===== src/common/slurm16_mem_pkg.sv =====
////////////////////////////////////////////////////////////////////////////
// Shared definitions for the slurm16 memory side
// Word and address widths, byte lane layout and RAM depth
// Byte-lane write mask type
// Request structs for the RAM path and the CPU data port
////////////////////////////////////////////////////////////////////////////

package slurm16_mem_pkg;

	localparam int BITS = 16; // CPU data word width
	localparam int ADDRESS_BITS = 15; // Word address width
	localparam int BYTE_BITS = 8;
	localparam int BYTE_LANES = BITS / BYTE_BITS;
	localparam int RAM_WORDS = 1 << ADDRESS_BITS; // Every word address is backed

	// Bit 0 is the low byte, bit 1 the high byte, a 1 writes that lane
	typedef logic [BYTE_LANES-1:0] byte_mask_t;

	// Request as seen by the arbiter and the RAM
	typedef struct packed {
		logic [ADDRESS_BITS-1:0] address;
		logic [BITS-1:0] wdata;
		byte_mask_t wr_mask;
		logic wr; // Already qualified by request valid
	} mem_req_t;

	// Data port request coming from the CPU
	typedef struct packed {
		logic [ADDRESS_BITS-1:0] address;
		logic [BITS-1:0] wdata;
		byte_mask_t wr_mask;
		logic rd; // Read request
		logic wr; // Write request
	} cpu_data_req_t;

endpackage

===== src/rtl/slurm16_memory_arbiter.sv =====
////////////////////////////////////////////////////////////////////////////
// Memory arbiter
// Shares the word RAM between the auxiliary read port and the CPU port,
// auxiliary first, and reports the previous cycle's owner to both sides
////////////////////////////////////////////////////////////////////////////

module slurm16_memory_arbiter (
	input  logic CLK,
	input  logic RSTb,

	input  slurm16_mem_pkg::mem_req_t cpu_req,
	output logic [slurm16_mem_pkg::BITS-1:0] cpu_rdata,
	output logic memory_success,

	input  logic [slurm16_mem_pkg::ADDRESS_BITS-1:0] aux_address,
	input  logic aux_rd,
	output logic [slurm16_mem_pkg::BITS-1:0] aux_rdata,
	output logic aux_rdata_valid,

	output slurm16_mem_pkg::mem_req_t ram_req,
	input  logic [slurm16_mem_pkg::BITS-1:0] ram_rdata
);

	import slurm16_mem_pkg::*;

	mem_req_t aux_req;
	logic cpu_grant_q;
	logic aux_grant_q;

	// Auxiliary port is read only
	assign aux_req.address = aux_address;
	assign aux_req.wdata = '0;
	assign aux_req.wr_mask = '0;
	assign aux_req.wr = 1'b0;

	// A CPU write that loses here is simply not performed
	assign ram_req = aux_rd ? aux_req : cpu_req;

	// The RAM answers one cycle later, so the grant is delayed to match
	always_ff @(posedge CLK) begin
		if (!RSTb) begin
			cpu_grant_q <= 1'b0;
			aux_grant_q <= 1'b0;
		end else begin
			cpu_grant_q <= ~aux_rd; // CPU owns the RAM whenever aux is quiet
			aux_grant_q <= aux_rd;
		end
	end

	assign memory_success = cpu_grant_q;
	assign aux_rdata_valid = aux_grant_q;

	assign cpu_rdata = ram_rdata;
	assign aux_rdata = ram_rdata;

endmodule


===== config.mk =====
export PLATFORM = sky130hd
export DESIGN_NAME = slurm16_memory_arbiter
export DESIGN_NICKNAME = d
export VERILOG_FILES = /design/src/common/slurm16_mem_pkg.sv /design/src/rtl/slurm16_memory_arbiter.sv
export SDC_FILE = /design/constraint.sdc
export NUM_CORES = 1
export LEC_CHECK = 0
export BUFFER_PORTS_ARGS = -buffer_cell sky130_fd_sc_hd__buf_2
export CORE_MARGIN = 8
export CORE_UTILIZATION = 26
export CTS_BUF_LIST = sky130_fd_sc_hd__clkbuf_16
export DETAILED_ROUTE_END_ITERATION = 10
export GPL_ROUTABILITY_DRIVEN = 0
export HOLD_SLACK_MARGIN = 0.02
export PLACE_DENSITY_LB_ADDON = 0.25
export SLEW_MARGIN = 20
export SYNTH_ARGS = -nofsm -noshare
export SYNTH_HDL_FRONTEND = slang
export SYNTH_SLANG_ARGS = --single-unit

===== constraint.sdc =====
create_clock -name CLK -period 2.1 [get_ports CLK]
set_clock_uncertainty 0.15 [all_clocks]
set_input_delay 0.21 -clock CLK [delete_from_list [all_inputs] [get_ports CLK]]
set_output_delay 0.21 -clock CLK [all_outputs]
set_load 0.05 [all_outputs]

* Yosys cells after proc, flatten, opt, wreduce, memory -nomap -nowiden
Index checks and enable logic that the tools add are counted.
** Word-level totals
- Word-level logic and storage cells :: 4
- Register bits :: 2
** Cells by class
- Bitwise operators :: 1
- Multiplexer cells :: 1
** Operators with widths (count)
- 34-bit two-way mux :: 1
- 1-bit NOT :: 1

* Logic depth before layout (Yosys ltp)
- Word-level depth :: 1
- Gate-level depth with buffers :: 3
- Mapped depth without buffers :: 1

* Least setup slack after synthesis
Ideal clock, no wire load.
- Path type :: input to output
- Start point :: input aux_rd
- End point :: output ram_req[0] (netlist name)
- Required time :: 1740 ps
- Cell stages on the path :: 3
- Setup slack :: 541 ps
- Buffers on the path :: 2
- Arrival time :: 1199 ps
- Cells stage by stage :: buf_6 > buf_2 > nor2b_1
** RTL lines
- from (decl) :: line slurm16_memory_arbiter.sv:16 : input logic aux_rd,
- to (decl) :: line slurm16_memory_arbiter.sv:20 : output slurm16_mem_pkg::mem_req_t ram_req,

==> flow_metrics.py <==
metrics = {
    "finish": {
        "final_cell_mix": "87 x buf_2, 19 x nor2b_1, 9 x mux2_4",
        "nNetsFinal": 200,
        "drive_above_1_share_pct": 82.3,
        "n_fill_cell": 260,
        "areaGrowthSynthToFinish_pct": 42.9,
        "seqCellArea_um2": 40.0,
        "final_common_cell": "buf_2",
        "diodes": 0,
        "multi_input_area_um2": 335,
    },
    "routing": {
        "totalWireLength_mm": 2.25,
        "drtPass1Iterations": 4,
        "vias": 669,
        "wl_per_cell_um": 14.1,
        "drcViolationCount": 0,
        "drtIter0Drc": 26,
        "via_per_inst": 4.18,
        "drtAntennaViolNets": 0,
    },
    "setup_path": {
        "crit_chain": "buf_2 > mux2_2 > buf_2",
        "start_kind": "primary input",
        "crit_family": "buffers and inverters",
        "cp.required_ns": 1.74,
        "arrival_ns": 1.18,
        "end_kind": "output pin",
        "critical_path_peak_fanout": 17,
        "crit_type": "primary input to output pin",
        "worst-path-buf-inv": 2,
        "crit_path_frequent_cell": "buf_2",
        "slowest_delay_ns": 0.39,
        "slowest_stage": "mux2_2",
    },
    "run_status": {
        "run_status": "finished clean",
    },
    "yosys": {
        "synth_cell_types": 10,
        "synth_cells": 74,
        "synth-seq-area-share_pct": 6.10,
        "yosys_warnings": 0,
        "synth_seq_cells": 2,
        "syn_area_um2": 657,
        "syn-num-nets": 142,
        "syn_avg_cell_area_um2": 8.88,
    },
    "cts": {
        "cts.sinks": 2,
        "clockBufferDepth": 2,
        "clk_root_buffer_cell": "clkbuf_16",
        "clk_pin_slew_ns": 0.03,
        "htree_num_levels": 1,
        "post_cts_resized": 0,
        "hold_buffers": 0,
        "numCtsBuffers": 3,
        "cts_setup_buffers": 0,
        "cts_tree": "built",
    },
    "floorplanning": {
        "dieArea_um2": 4390,
        "io_pins": 136,
        "dieHeight_um": 66.3,
        "core.rowCount": 18,
        "coreArea_um2": 2430,
        "start_util_pct": 27.0,
        "die_x_um": 66.3,
    },
    "timing": {
        "tightest_slew_ns": 0.440,
        "period_share_pct": 73.2,
        "slew_violations": 0,
        "setup_violations": 0,
        "slew_headroom_pct": 70.7,
        "rsz0062_at_grt": "no",
        "hold_viol": 0,
        "fmax_mhz": 651,
        "fin_setup_tns_ns": 0,
        "hold_ws_ns": 0.0627,
        "final.min_clock_period_ns": 1.54,
    },
    "global_route": {
        "grt_pass1_vias": 716,
        "antenna_found_initial": 0,
        "grt-ovfl-total": 0,
        "grt_max_degree": 18,
        "track_usage_pct": 9.36,
        "grt_pass1_wl_mm": 3.27,
    },
    "placement": {
        "dp_hpwl_mm": 1.97,
        "port_buffers": 87,
    },
    "run": {
        "maxCapViolCount": 0,
    },
    "hold_path": {
        "hold_class": "primary input to flop",
    },
    "pwr": {
        "powerDensity_nw_per_um2": 674,
        "power_w": 0.000632,
        "ir_worst_vdd_mv": 0.442,
        "leakage_nw": 0.570,
    },
}
-- registers in the layout, summed over array words and instances, names as in the netlist --
name,cells
memory_success,1
aux_rdata_valid,1
-- cells by family (layout without fill, tap and decap cells) --
family / count (synthesis) / in the layout / synth area share, %
buffers and inverters: 36 / 92 / 42.9
AND/OR/NAND/NOR: 21 / 21 / 20.2
flip-flops: 2 / 2 / 6.10
multiplexers: 15 / 15 / 30.9
-- cell type report --
class,instances,share of cell area [%]
multi-input cells,36,35.7
clock buffers,3,8.00
flip-flops and latches,2,4.27
repair buffers,89,48.0
well taps,30,4.00
-- cell usage after synthesis --
master / instances / area share (%)
buf_12: 1 / 3.0
dfxtp_1: 2 / 6.1
buf_2: 2 / 1.5
mux2_2: 6 / 10
and2_1: 1 / 0.95
and2b_1: 1 / 1.1
buf_4: 32 / 37
buf_6: 1 / 1.7
mux2_4: 9 / 21
nor2b_1: 19 / 18
-- per-stage QoR --
stage	setup WS [ns]	util (%)	instance area [um^2]	cells
final	0.563	38.6	938	160
after global routing	0.517	38.6	938	160
after CTS	0.557	38.6	938	160
after detailed placement	0.560	35.5	863	157
after global placement	0.585	35.5	863	157
after floorplan	0.541	-	657	74
-- per-layer routing --
layer | wire (um) | global-route usage [%]
met1 | 770 | 8.16
met2 | 930 | 15.3
met3 | 504 | 7.63
met4 | 44 | 4.27
met5 | 0 | 0
-- power breakdown --
| part | internal [W] | leakage, nW | switching (W) |
|---|---|---|---|
| combinational | 0.000102 | 0.516 | 0.000206 |
| clock | 0.000242 | 0.0370 | 0.0000414 |
| sequential | 0.0000404 | 0.0167 | 0.000000467 |
| total | 0.000385 | 0.570 | 0.000247 |
-- worst paths after layout --
path	start	to	slack [ns]	depth (start not counted)
worst min-delay path	RSTb	aux_rdata_valid$_SDFF_PN0_	0.06	2
worst max-delay path	aux_rd	ram_req[20]	0.56	3
Power figures use the tool's default switching activity.
