<file path="src/common/slurm16_mem_pkg.sv">
////////////////////////////////////////////////////////////////////////////
// Shared definitions for the slurm16 memory side
// Word and address widths, byte lane layout and RAM depth
// Byte-lane write mask type
// Request structs for the RAM path and the CPU data port
////////////////////////////////////////////////////////////////////////////

package slurm16_mem_pkg;

	localparam int BITS = 16; // CPU data word width
	localparam int ADDRESS_BITS = 15; // Word address width
	localparam int BYTE_BITS = 8;
	localparam int BYTE_LANES = BITS / BYTE_BITS;
	localparam int RAM_WORDS = 1 << ADDRESS_BITS; // Every word address is backed

	// Bit 0 is the low byte, bit 1 the high byte, a 1 writes that lane
	typedef logic [BYTE_LANES-1:0] byte_mask_t;

	// Request as seen by the arbiter and the RAM
	typedef struct packed {
		logic [ADDRESS_BITS-1:0] address;
		logic [BITS-1:0] wdata;
		byte_mask_t wr_mask;
		logic wr; // Already qualified by request valid
	} mem_req_t;

	// Data port request coming from the CPU
	typedef struct packed {
		logic [ADDRESS_BITS-1:0] address;
		logic [BITS-1:0] wdata;
		byte_mask_t wr_mask;
		logic rd; // Read request
		logic wr; // Write request
	} cpu_data_req_t;

endpackage
</file>
<file path="src/rtl/slurm16_cpu_memory_interface.sv">
////////////////////////////////////////////////////////////////////////////
// CPU side memory interface
// Picks a data or instruction request, data first, into a two-stage
// pipeline, drives the arbiter from stage 1 and qualifies the arbiter's
// success flag per port from stage 2
////////////////////////////////////////////////////////////////////////////

module slurm16_cpu_memory_interface (
	input  logic CLK,
	input  logic RSTb,

	input  logic [slurm16_mem_pkg::ADDRESS_BITS-1:0] instruction_memory_address,
	input  logic instruction_memory_read_req,
	output logic [slurm16_mem_pkg::BITS-1:0] instruction_memory_data,
	output logic [slurm16_mem_pkg::ADDRESS_BITS-1:0] instruction_memory_address_out,
	output logic instruction_memory_success,

	input  slurm16_mem_pkg::cpu_data_req_t data_req,
	output logic [slurm16_mem_pkg::BITS-1:0] data_memory_rdata,
	output logic data_memory_success,
	output slurm16_mem_pkg::byte_mask_t data_memory_wr_mask_out,

	output slurm16_mem_pkg::mem_req_t mem_req,
	input  logic [slurm16_mem_pkg::BITS-1:0] rdata,
	input  logic memory_success
);

	import slurm16_mem_pkg::*;

	typedef struct packed {
		logic valid; // A request occupies this stage
		logic instr; // 1 = instruction fetch, 0 = data access
		logic rd; // 1 = read, 0 = write
	} stage_flags_t;

	stage_flags_t flags_s1;
	stage_flags_t flags_s1_next;
	stage_flags_t flags_s2;

	logic [ADDRESS_BITS-1:0] address_s1;
	logic [ADDRESS_BITS-1:0] address_s1_next;
	logic [ADDRESS_BITS-1:0] address_s2;
	logic [BITS-1:0] wdata_s1;
	logic [BITS-1:0] wdata_s1_next;
	byte_mask_t mask_s1;
	byte_mask_t mask_s1_next;
	byte_mask_t mask_s2;

	logic data_request;

	assign data_request = data_req.rd | data_req.wr;

	// Request selection. A fetch in the same cycle as a data access is dropped
	// and the fetcher sees no success for it
	always_comb begin
		address_s1_next = address_s1; // Address and data hold when idle
		wdata_s1_next = wdata_s1;
		flags_s1_next = '0;
		mask_s1_next = '0;

		if (data_request) begin
			address_s1_next = data_req.address;
			wdata_s1_next = data_req.wdata;
			flags_s1_next.valid = 1'b1;
			flags_s1_next.instr = 1'b0;
			flags_s1_next.rd = data_req.rd;
			mask_s1_next = data_req.wr_mask;
		end else if (instruction_memory_read_req) begin
			address_s1_next = instruction_memory_address;
			flags_s1_next.valid = 1'b1;
			flags_s1_next.instr = 1'b1;
			flags_s1_next.rd = 1'b1;
		end
	end

	always_ff @(posedge CLK) begin
		if (!RSTb) begin
			flags_s1 <= '0;
			mask_s1 <= '0;
			flags_s2 <= '0;
		end else begin
			flags_s1 <= flags_s1_next;
			mask_s1 <= mask_s1_next;
			flags_s2 <= flags_s1;
		end
	end

	always_ff @(posedge CLK) begin
		address_s1 <= address_s1_next;
		wdata_s1 <= wdata_s1_next;
		address_s2 <= address_s1; // Passed back with the result
		mask_s2 <= mask_s1;
	end

	// Stage 1 drives the arbiter in the cycle after the request
	assign mem_req.address = address_s1;
	assign mem_req.wdata = wdata_s1;
	assign mem_req.wr_mask = mask_s1;
	assign mem_req.wr = flags_s1.valid & ~flags_s1.instr & ~flags_s1.rd;

	// Read word goes to both ports, the success flags say who owns it
	assign instruction_memory_data = rdata;
	assign data_memory_rdata = rdata;

	assign instruction_memory_address_out = address_s2;
	assign data_memory_wr_mask_out = mask_s2;

	assign instruction_memory_success = memory_success & flags_s2.valid & flags_s2.instr;
	assign data_memory_success = memory_success & flags_s2.valid & ~flags_s2.instr;

endmodule

</file>
<file path="config.mk">
export PLATFORM = sky130hd
export DESIGN_NAME = slurm16_cpu_memory_interface
export DESIGN_NICKNAME = d
export VERILOG_FILES = /design/src/common/slurm16_mem_pkg.sv /design/src/rtl/slurm16_cpu_memory_interface.sv
export SDC_FILE = /design/constraint.sdc
export NUM_CORES = 1
export LEC_CHECK = 0
export ABC_CLOCK_PERIOD_IN_PS = 1310
export BUFFER_PORTS_ARGS = -buffer_cell sky130_fd_sc_hd__buf_2
export CORE_ASPECT_RATIO = 0.7
export CORE_MARGIN = 2
export CORE_UTILIZATION = 30
export CTS_BUF_LIST = sky130_fd_sc_hd__clkbuf_8
export CTS_CLUSTER_DIAMETER = 150
export DETAILED_ROUTE_END_ITERATION = 10
export HOLD_SLACK_MARGIN = 0.15
export RECOVER_POWER = 50
export SLEW_MARGIN = 20
export SYNTH_ARGS = -nofsm -noshare
export SYNTH_HDL_FRONTEND = slang
export SYNTH_SLANG_ARGS = --single-unit
export TNS_END_PERCENT = 100
</file>
<file path="constraint.sdc">
create_clock -name CLK -period 1.31 [get_ports CLK]
set_clock_uncertainty 0.15 [all_clocks]
set_input_delay 0.0655 -clock CLK [delete_from_list [all_inputs] [get_ports CLK]]
set_output_delay 0.0655 -clock CLK [all_outputs]
set_load 0.05 [all_outputs]
</file>
### After elaboration in Yosys (flattened, before gate mapping)

Cells that the tools add are included.

| word-level totals | value |
|---|---|
| flip-flop bits (word level) | 55 |
| latch bits | 0 |
| bits in writable memories | 0 |
| bits in read-only memories | 0 |
| input bits | 70 |
| output and inout port bits | 85 |
| word-level logic and storage cells | 27 |
| memories kept | 0 |

| operators by class | value |
|---|---|
| add/sub/neg operators | 0 |
| multipliers | 0 |
| divide/modulo/power cells | 0 |
| magnitude comparators | 0 |
| equal/unequal tests | 0 |
| shift operators | 0 |
| mux-type cells | 4 |
| bitwise operators | 10 |
| reductions and logical operators | 3 |

Operators by type and width:

| operator | number |
|---|---|
| 15-bit two-way mux | 2 |
| 3-bit two-way mux | 2 |
| 1-bit AND | 5 |
| 1-bit inverter | 4 |
| 2-bit AND reduction | 1 |
| 2-bit nonzero test | 1 |
| 2-bit OR reduction | 1 |
| 1-bit bitwise OR | 1 |

### Longest topological paths before layout

Gate-level depths: netlist of the first run.

| depth | value |
|---|---|
| depth in word-level cells | 3 |
| gate-level depth with buffers | 4 |
| depth with buffers taken out | 3 |

### Least setup slack after synthesis of the first run

OpenSTA, ideal clock, no wires.

| timing | value |
|---|---|
| path type | register to output |
| start point | register flags_s1[1] in the netlist's numbering |
| end point | output port mem_req[0] in the netlist's numbering |
| arrival time | 1,451 ps |
| data required time | 1,094 ps |
| setup slack | -356 ps |
| cell stages (with the launch flop) | 2 |
| path buffers | 0 |
| path through | dfxtp_1 > nor3b_1 |

RTL lines:

| item | RTL line | text |
|---|---|---|
| start: declaration | slurm16_cpu_memory_interface.sv:36 | `stage_flags_t flags_s1;` |
| start signal: assignment | slurm16_cpu_memory_interface.sv:82 | `flags_s1 <= flags_s1_next;` |
| end: declaration | slurm16_cpu_memory_interface.sv:23 | `output slurm16_mem_pkg::mem_req_t mem_req,` |

==> results.md, run 1 <==
- Final wirelength: 4.761 mm
- Syn Area/Cell: 16.33 µm²
- Drt first pass iters: 4
- Syn Std Cell Area: 0.001927 mm²
- Yosys cell types: 15
- Yosys reg bits: 55
- HPWL after DPL: 3.055 mm
- Initial antenna violation count: 0
- Clock root buffer: clkbuf_8
- Synth top cells by count: buf_4 (32), edfxtp_1 (31), dfxtp_1 (24), mux2_2 (15), and3_1 (4)
- Die width: 99.79 µm
- Vias in the first global route: 1496
- Final worst slack: 0.02412 ns
- P per Cell Area: 1398 mW/mm²
- Metal3 WL: 304 µm
- TNS Setup: 0 ns
- F_max: 777.7 MHz
- Residual DRC: 0
- Syn nets: 188
- Worst slew pin tran: 0.4312 ns
- Ant diodes: 0
- Initial Util: 31.00%
- Post-CTS setup buffers: 0
- M1 WL: 1.743 mm
- Share of the synthesized area in the top cell type: 48.31%
- Post-route cell area: 0.002955 mm²
- Fin crit period: 1.286 ns
- Fraction of layout cells with a size suffix above 1: 51.78%
- Maxcap violations: 0
- Antenna Violating Nets Remaining: 0
- Mean number of vias per cell: 4.142
- WP data arrival: 1.07 ns
- Synthesis Warnings: 0
- Core footprint: 0.006216 mm²
- VDD IR-drop max: 0.0005349 V
- Global-route wire length before repair: 7.155 mm
- GPL Wtd Cong: 0.6715
- Final Core Density: 47.54%
- Via count: 1371
- CTS clk-pin slew, worst paths: 0.09 ns
- Pre-CTS WS: 0.05492 ns
- NumNets Final: 322
- Core Rows: 24
- Die height: 71.05 µm
- Buffers on Ports: 106
- CTS H-tree lvls: 2
- Type of origin of the critical path: flip-flop
- Crit end category: output pin
- Largest net degree at the start of global routing: 19
- WS Path Type: reg2out
- Failing checks: hold timing
- Post-synth EDFFs: 31
- Min-delay worst type: in2out
- Final hold violations: 32
- CTS tree: built
- Most common cell in the netlist: buf_4
- Post-Layout Cell Count: 331
- Sequential share of the synthesized area: 73.25%
- Die area: 0.007090 mm²
- Final setup fails: 0
- Status: finished, violations left
- Grt total ovfl: 0
- All-Layer GR Usage: 13.21%
- Layout overhead on the synthesized area: 53.38%
- Synth area leader: edfxtp_1
- Met2 WL: 2.438 mm
- Async SR Flop Fraction: 0%
- Largest cells by area after synthesis: edfxtp_1 (48%), dfxtp_1 (25%), buf_4 (12%)
- Placed Instances: 271
- RSZ-0062 raised after global routing: no
- Latest clock arrival within the worst-skew pair: 0.30 ns
- DP Area: 0.002349 mm²
- Synth Flop Type: edfxtp_1
- Slew Limit Fails: 0
- Hold Buf Count CTS: 52
- Pleak: 1.340 nW
- Avg WL per Cell: 14.38 µm
- Mapped Cells: 118
- Iter 0 DRT Violations: 25
- Io pins: 155
- Critical Path RT: 1.09 ns
- Max Used Layer: met4
- Total clock buffers created by CTS: 5
- Final period util: 98.16%
- CTS sink count: 55
- Total power: 4.133 mW
- Clk buf depth: 2
- Fin Hold WS: -0.01898 ns
- CP max FO: 2
- Slew HR: 71.26%
## cells by family (layout without fill, tap and decap cells)
kind of cell	Yosys count	in the layout	share of synthesized area [%]
and+or+nand+nor	13	13	4.351
AOI/OAI and AO/OA	1	1	0.3898
muxes	15	15	8.766
DFF	55	55	73.25
buffers and inverters	34	169	13.25
## cell type report
class | count | area, µm²
timing repair buffer | 160 | 1077
sequential | 55 | 1411
multi-input combinational | 29 | 257.7
inverter | 1 | 3.754
tap | 78 | 97.59
clock inverter | 3 | 38.79
clock buffer | 5 | 68.82
fill | 556 | 3261
## what timing repair did
action / CTS / global route
endpoints found under the setup margin: 0 / 1
resized for setup: 0 / 1
endpoints found under the hold margin: 85 / 32
## power by group
part | internal, mW | switching (mW)
Sequential | 1.99 | 0.0500
Combinational | 0.307 | 0.707
Clock | 0.560 | 0.514
## worst max-delay path, stage by stage, from the launching register on
cell and delay (ns):
dfxtp_1 0.33, nor3b_2 0.16, buf_2 0.28
## final timing paths
kind                          start                                  to  slack, ns  cells past startpoint
max reg2reg  flags_s1[1]$_SDFF_PP0_              flags_s2[1]$_SDFF_PN0_       0.60                      1
max          flags_s1[1]$_SDFF_PP0_                          mem_req[0]       0.02                      2
min reg2reg   mask_s1[1]$_SDFF_PN0_  data_memory_wr_mask_out[1]$_DFF_P_       0.20                      0
min                        rdata[7]                data_memory_rdata[7]      -0.02                      0
## registers in the layout, indices dropped and copies added (netlist names)
name / cells
address_s1: 15
data_memory_wr_mask_out: 2
flags_s1: 3
flags_s2: 2
instruction_memory_address_out: 15
mask_s1: 2
wdata_s1: 16
## routing by layer
layer  global-route usage, %  vias up
li1                        -      641
met1                   13.24      643
met2                   24.25       61
met3                   3.458       26
met4                   8.676        0
met5                       0        -
## placed cells by master (no fill, tap or decap)
| master | count |
|---|---|
| and2_1 | 3 |
| and2b_1 | 1 |
| and3_1 | 4 |
| buf_12 | 1 |
| buf_2 | 104 |
| bufinv_16 | 1 |
| clkbuf_1 | 1 |
| clkbuf_2 | 1 |
| clkbuf_4 | 1 |
| clkbuf_8 | 5 |
| clkinv_1 | 1 |
| clkinv_2 | 1 |
| dfxtp_1 | 24 |
| dlygate4sd3_1 | 52 |
| edfxtp_1 | 31 |
| inv_2 | 1 |
| mux2_2 | 15 |
| nand2_1 | 1 |
| nor2_1 | 2 |
| nor3b_2 | 1 |
| o21a_1 | 1 |
| or3_1 | 1 |
No activity file was read; power rests on OpenSTA's default activity.
==> run 2: changes to the inputs <==
ABC_AREA = 1   (was not set)
==> results.md, run 2 <==
- Status: finished, violations left
- Failing checks: hold timing
- Slew Limit Fails: 0 (unchanged)
- Vias in the first global route: 1491 (-0.33%)
- Crit end category: output pin
- Syn Std Cell Area: 0.001976 mm² (+2.5%)
- Worst Hold Depth: 0 (unchanged)
- Most common cell in the netlist: nand2_1
- Fin Hold WS: -0.01897 ns (+0.000004000 ns)
- Io pins: 155 (unchanged)
- Mapped Cells: 162 (+37%)
- Largest net degree at the start of global routing: 32 (+13)
- Fraction of layout cells with a size suffix above 1: 40.13% (-12 points)
- Buffers on Ports: 106 (unchanged)
- CP max FO: 2 (unchanged)
- Slew HR: 54.66% (-17 points)
- CTS sink count: 55 (unchanged)
- CTS H-tree lvls: 2 (unchanged)
- Worst-case reg-to-reg path depth: 3 (+2)
- Core Rows: 24 (unchanged)
- Total clock buffers created by CTS: 5 (unchanged)
- Fin crit period: 1.244 ns (-0.04236 ns)
- Residual DRC: 0 (unchanged)
- Async SR Flop Fraction: 0% (unchanged)
- Synth top cells by count: nand2_1 (52), buf_4 (33), edfxtp_1 (31), dfxtp_1 (24), inv_1 (10)
- Largest Register: wdata_s1
- Iter 0 DRT Violations: 24 (-4.0%)
- Post-synth EDFFs: 31 (unchanged)
- Core footprint: 0.006306 mm² (+1.4%)
- Largest cells by area after synthesis: edfxtp_1 (47%), dfxtp_1 (24%), buf_4 (13%)
- Ant diodes: 0 (unchanged)
- GPL Wtd Cong: 0.6744 (+0.43%)
- Commonest non-fill, non-tap cell in the layout: buf_2
- P per Cell Area: 1327 mW/mm² (-5.1%)
- NumNets Final: 368 (+14%)
- Post-route cell area: 0.003017 mm² (+2.1%)
- Clock root buffer: clkbuf_8
- WS Path Type: reg2out
- All-Layer GR Usage: 12.55% (-0.66 points)
- Latest clock arrival within the worst-skew pair: 0.30 ns (about the same)
- Die width: 101.0 µm (+1.2%)
- Syn nets: 232 (+23%)
- Worst slew pin tran: 0.6778 ns (+0.2466 ns)
- DP Area: 0.002350 mm² (about the same)
- Global-route wire length before repair: 6.941 mm (-3.0%)
- Worst reg2reg setup slack: 0.11 ns (-0.49 ns)
- Avg WL per Cell: 12.35 µm (-14%)
- Syn Area/Cell: 12.20 µm² (-25%)
- Die height: 71.90 µm (+1.2%)
- Type of origin of the critical path: flip-flop
- Pleak: 1.484 nW (+11%)
- Antenna Violating Nets Remaining: 0 (unchanged)
- VDD IR-drop max: 0.0004803 V (-10%)
- Final setup fails: 0 (unchanged)
- Max reg flops: 16 (unchanged)
- TNS Setup: 0 ns (unchanged)
- R2R Path End: flags_s2[1]$_SDFF_PN0_
- Sequential share of the synthesized area: 71.44% (-1.8 points)
- Share of the synthesized area in the top cell type: 47.12% (-1.2 points)
- Yosys cell types: 15 (unchanged)
- Final hold violations: 32 (unchanged)
- # fillers: 590 (+6.1%)
- Final Core Density: 47.84% (+0.29 points)
- HPWL after DPL: 2.988 mm (-2.2%)
- Yosys reg bits: 55 (unchanged)
- CP max stage cell: dfxtp_1
- CTS tree: built
- Grt total ovfl: 0 (unchanged)
- Synthesis Warnings: 0 (unchanged)
- Critical Path RT: 1.09 ns (about the same)
- Total power: 4.003 mW (-3.1%)
- Die area: 0.007261 mm² (+2.4%)
- Initial antenna violation count: 0 (unchanged)
- Maxcap violations: 0 (unchanged)
- Final wirelength: 4.657 mm (-2.2%)
- F_max: 804.2 MHz (+3.4%)
- Layout overhead on the synthesized area: 52.69%
- Worst path max stage delay: 0.33 ns (about the same)
- Mean number of vias per cell: 3.968 (-4.2%)
- CTS clk-pin slew, worst paths: 0.09 ns (about the same)
- Synth area leader: edfxtp_1
- Final period util: 94.93% (-3.2 points)
- RSZ-0062 raised after global routing: no
- Post-CTS setup buffers: 0 (unchanged)
- Min-delay worst type: in2out
- Hold EP: instruction_memory_data[15]
- Commonest cells after routing, fill and taps aside: buf_2 (103), dlygate4sd3_1 (55), nand2_1 (52)
- Clk buf depth: 2 (unchanged)
- Hold Buf Count CTS: 56 (+7.7%)
- Synth Flop Type: edfxtp_1
- WP data arrival: 1.03 ns (-0.04 ns)
- Drt first pass iters: 4 (unchanged)
- Via count: 1496 (+9.1%)
- HP Start: rdata[15]
- Initial Util: 31.33% (+0.33 points)
- Crit path cell chain: nor3b_2, buf_4
- Reg-to-Reg Start: flags_s1[1]$_SDFF_PP0_
## run 2: cell types whose count changed in the layout (fill, tap and decap cells not counted), moves of 2 or more
cell / change
inv_1: +12
and3_1: -4
buf_4: +2
buf_6: +2
nand2_1: +51
mux2_2: -15
and2_1: -3
dlygate4sd3_1: +3
nand2_2: +2
## run 2: final cells by class
class / instances / area [µm²] / area share, %
Sequential cell: 55 / 1411 / 46.79
Timing Repair Buffer: 164 / 1124 / 37.25
Multi-Input combinational cell: 61 / 254.0 / 8.420
Tap cell: 78 / 97.59 / 3.235
Clock buffer: 5 / 68.82 / 2.281
Inverter: 11 / 41.29 / 1.369
Clock inverter: 3 / 20.02 / 0.6636
## run 2: through the flow
stage / setup slack (ns) / cells
floorplan: 0.09635 / 162
global placement: 0.2173 / 313
detailed placement: 0.1923 / 313
CTS: 0.02371 / 377
global route: 0.0007013 / 377
finish: 0.06648 / 377
## run 2: what timing repair did
action	4_1_cts	5_1_grt
hold endpoints to repair	70	32
resized for setup	1	7
setup endpoints to repair	1	6
## run 2: metal layers
metal	up-vias	part of all wire (%)	track usage (%)
met5	-	0	0
met4	0	1.5	4.505
met3	15	8.2	3.661
met2	72	48	22.22
met1	661	42	14.62
li1	748	-	-
## run 2: worst max-delay path: cells and delay by family, from the launching register on
| family | cells | cell delay, ns |
|---|---|---|
| buf+inv | 1 | 0.22 |
| flops | 1 | 0.33 |
| simple gates | 1 | 0.18 |
## run 2: cells by family (layout without fill, tap and decap cells)
logic type / Yosys count / count (layout) / share of synthesized area (%)
flops: 55 / 55 / 71.44
buf+inv: 46 / 183 / 15.96
compound gates: 1 / 1 / 0.2531
simple gates: 60 / 60 / 12.35
## run 2: worst max-delay path by stage
stage,endpoint,slack [ns],cells after the start,startpoint
finish,mem_req[0],0.07,2,flags_s1[1]$_SDFF_PP0_
detailed placement,address_s1[9]$_DFFE_PP_,0.19,5,data_req[0]
global route,instruction_memory_success,0.0007,3,flags_s2[2]$_SDFF_PN0_
global placement,address_s1[11]$_DFFE_PP_,0.22,5,data_req[0]
floorplan,instruction_memory_success,0.1,2,flags_s2[1]$_SDFF_PN0_
CTS,mask_s1[1]$_SDFF_PN0_,0.02,5,data_req[3]
## run 2: power by group
part | internal [mW] | total, mW | switching, mW | leakage [nW]
clock | 0.377 | 0.915 | 0.537 | 0.0460
sequential | 2.00 | 2.05 | 0.0529 | 0.522
combinational | 0.301 | 1.04 | 0.737 | 0.916
total | 2.68 | 4.00 | 1.33 | 1.48
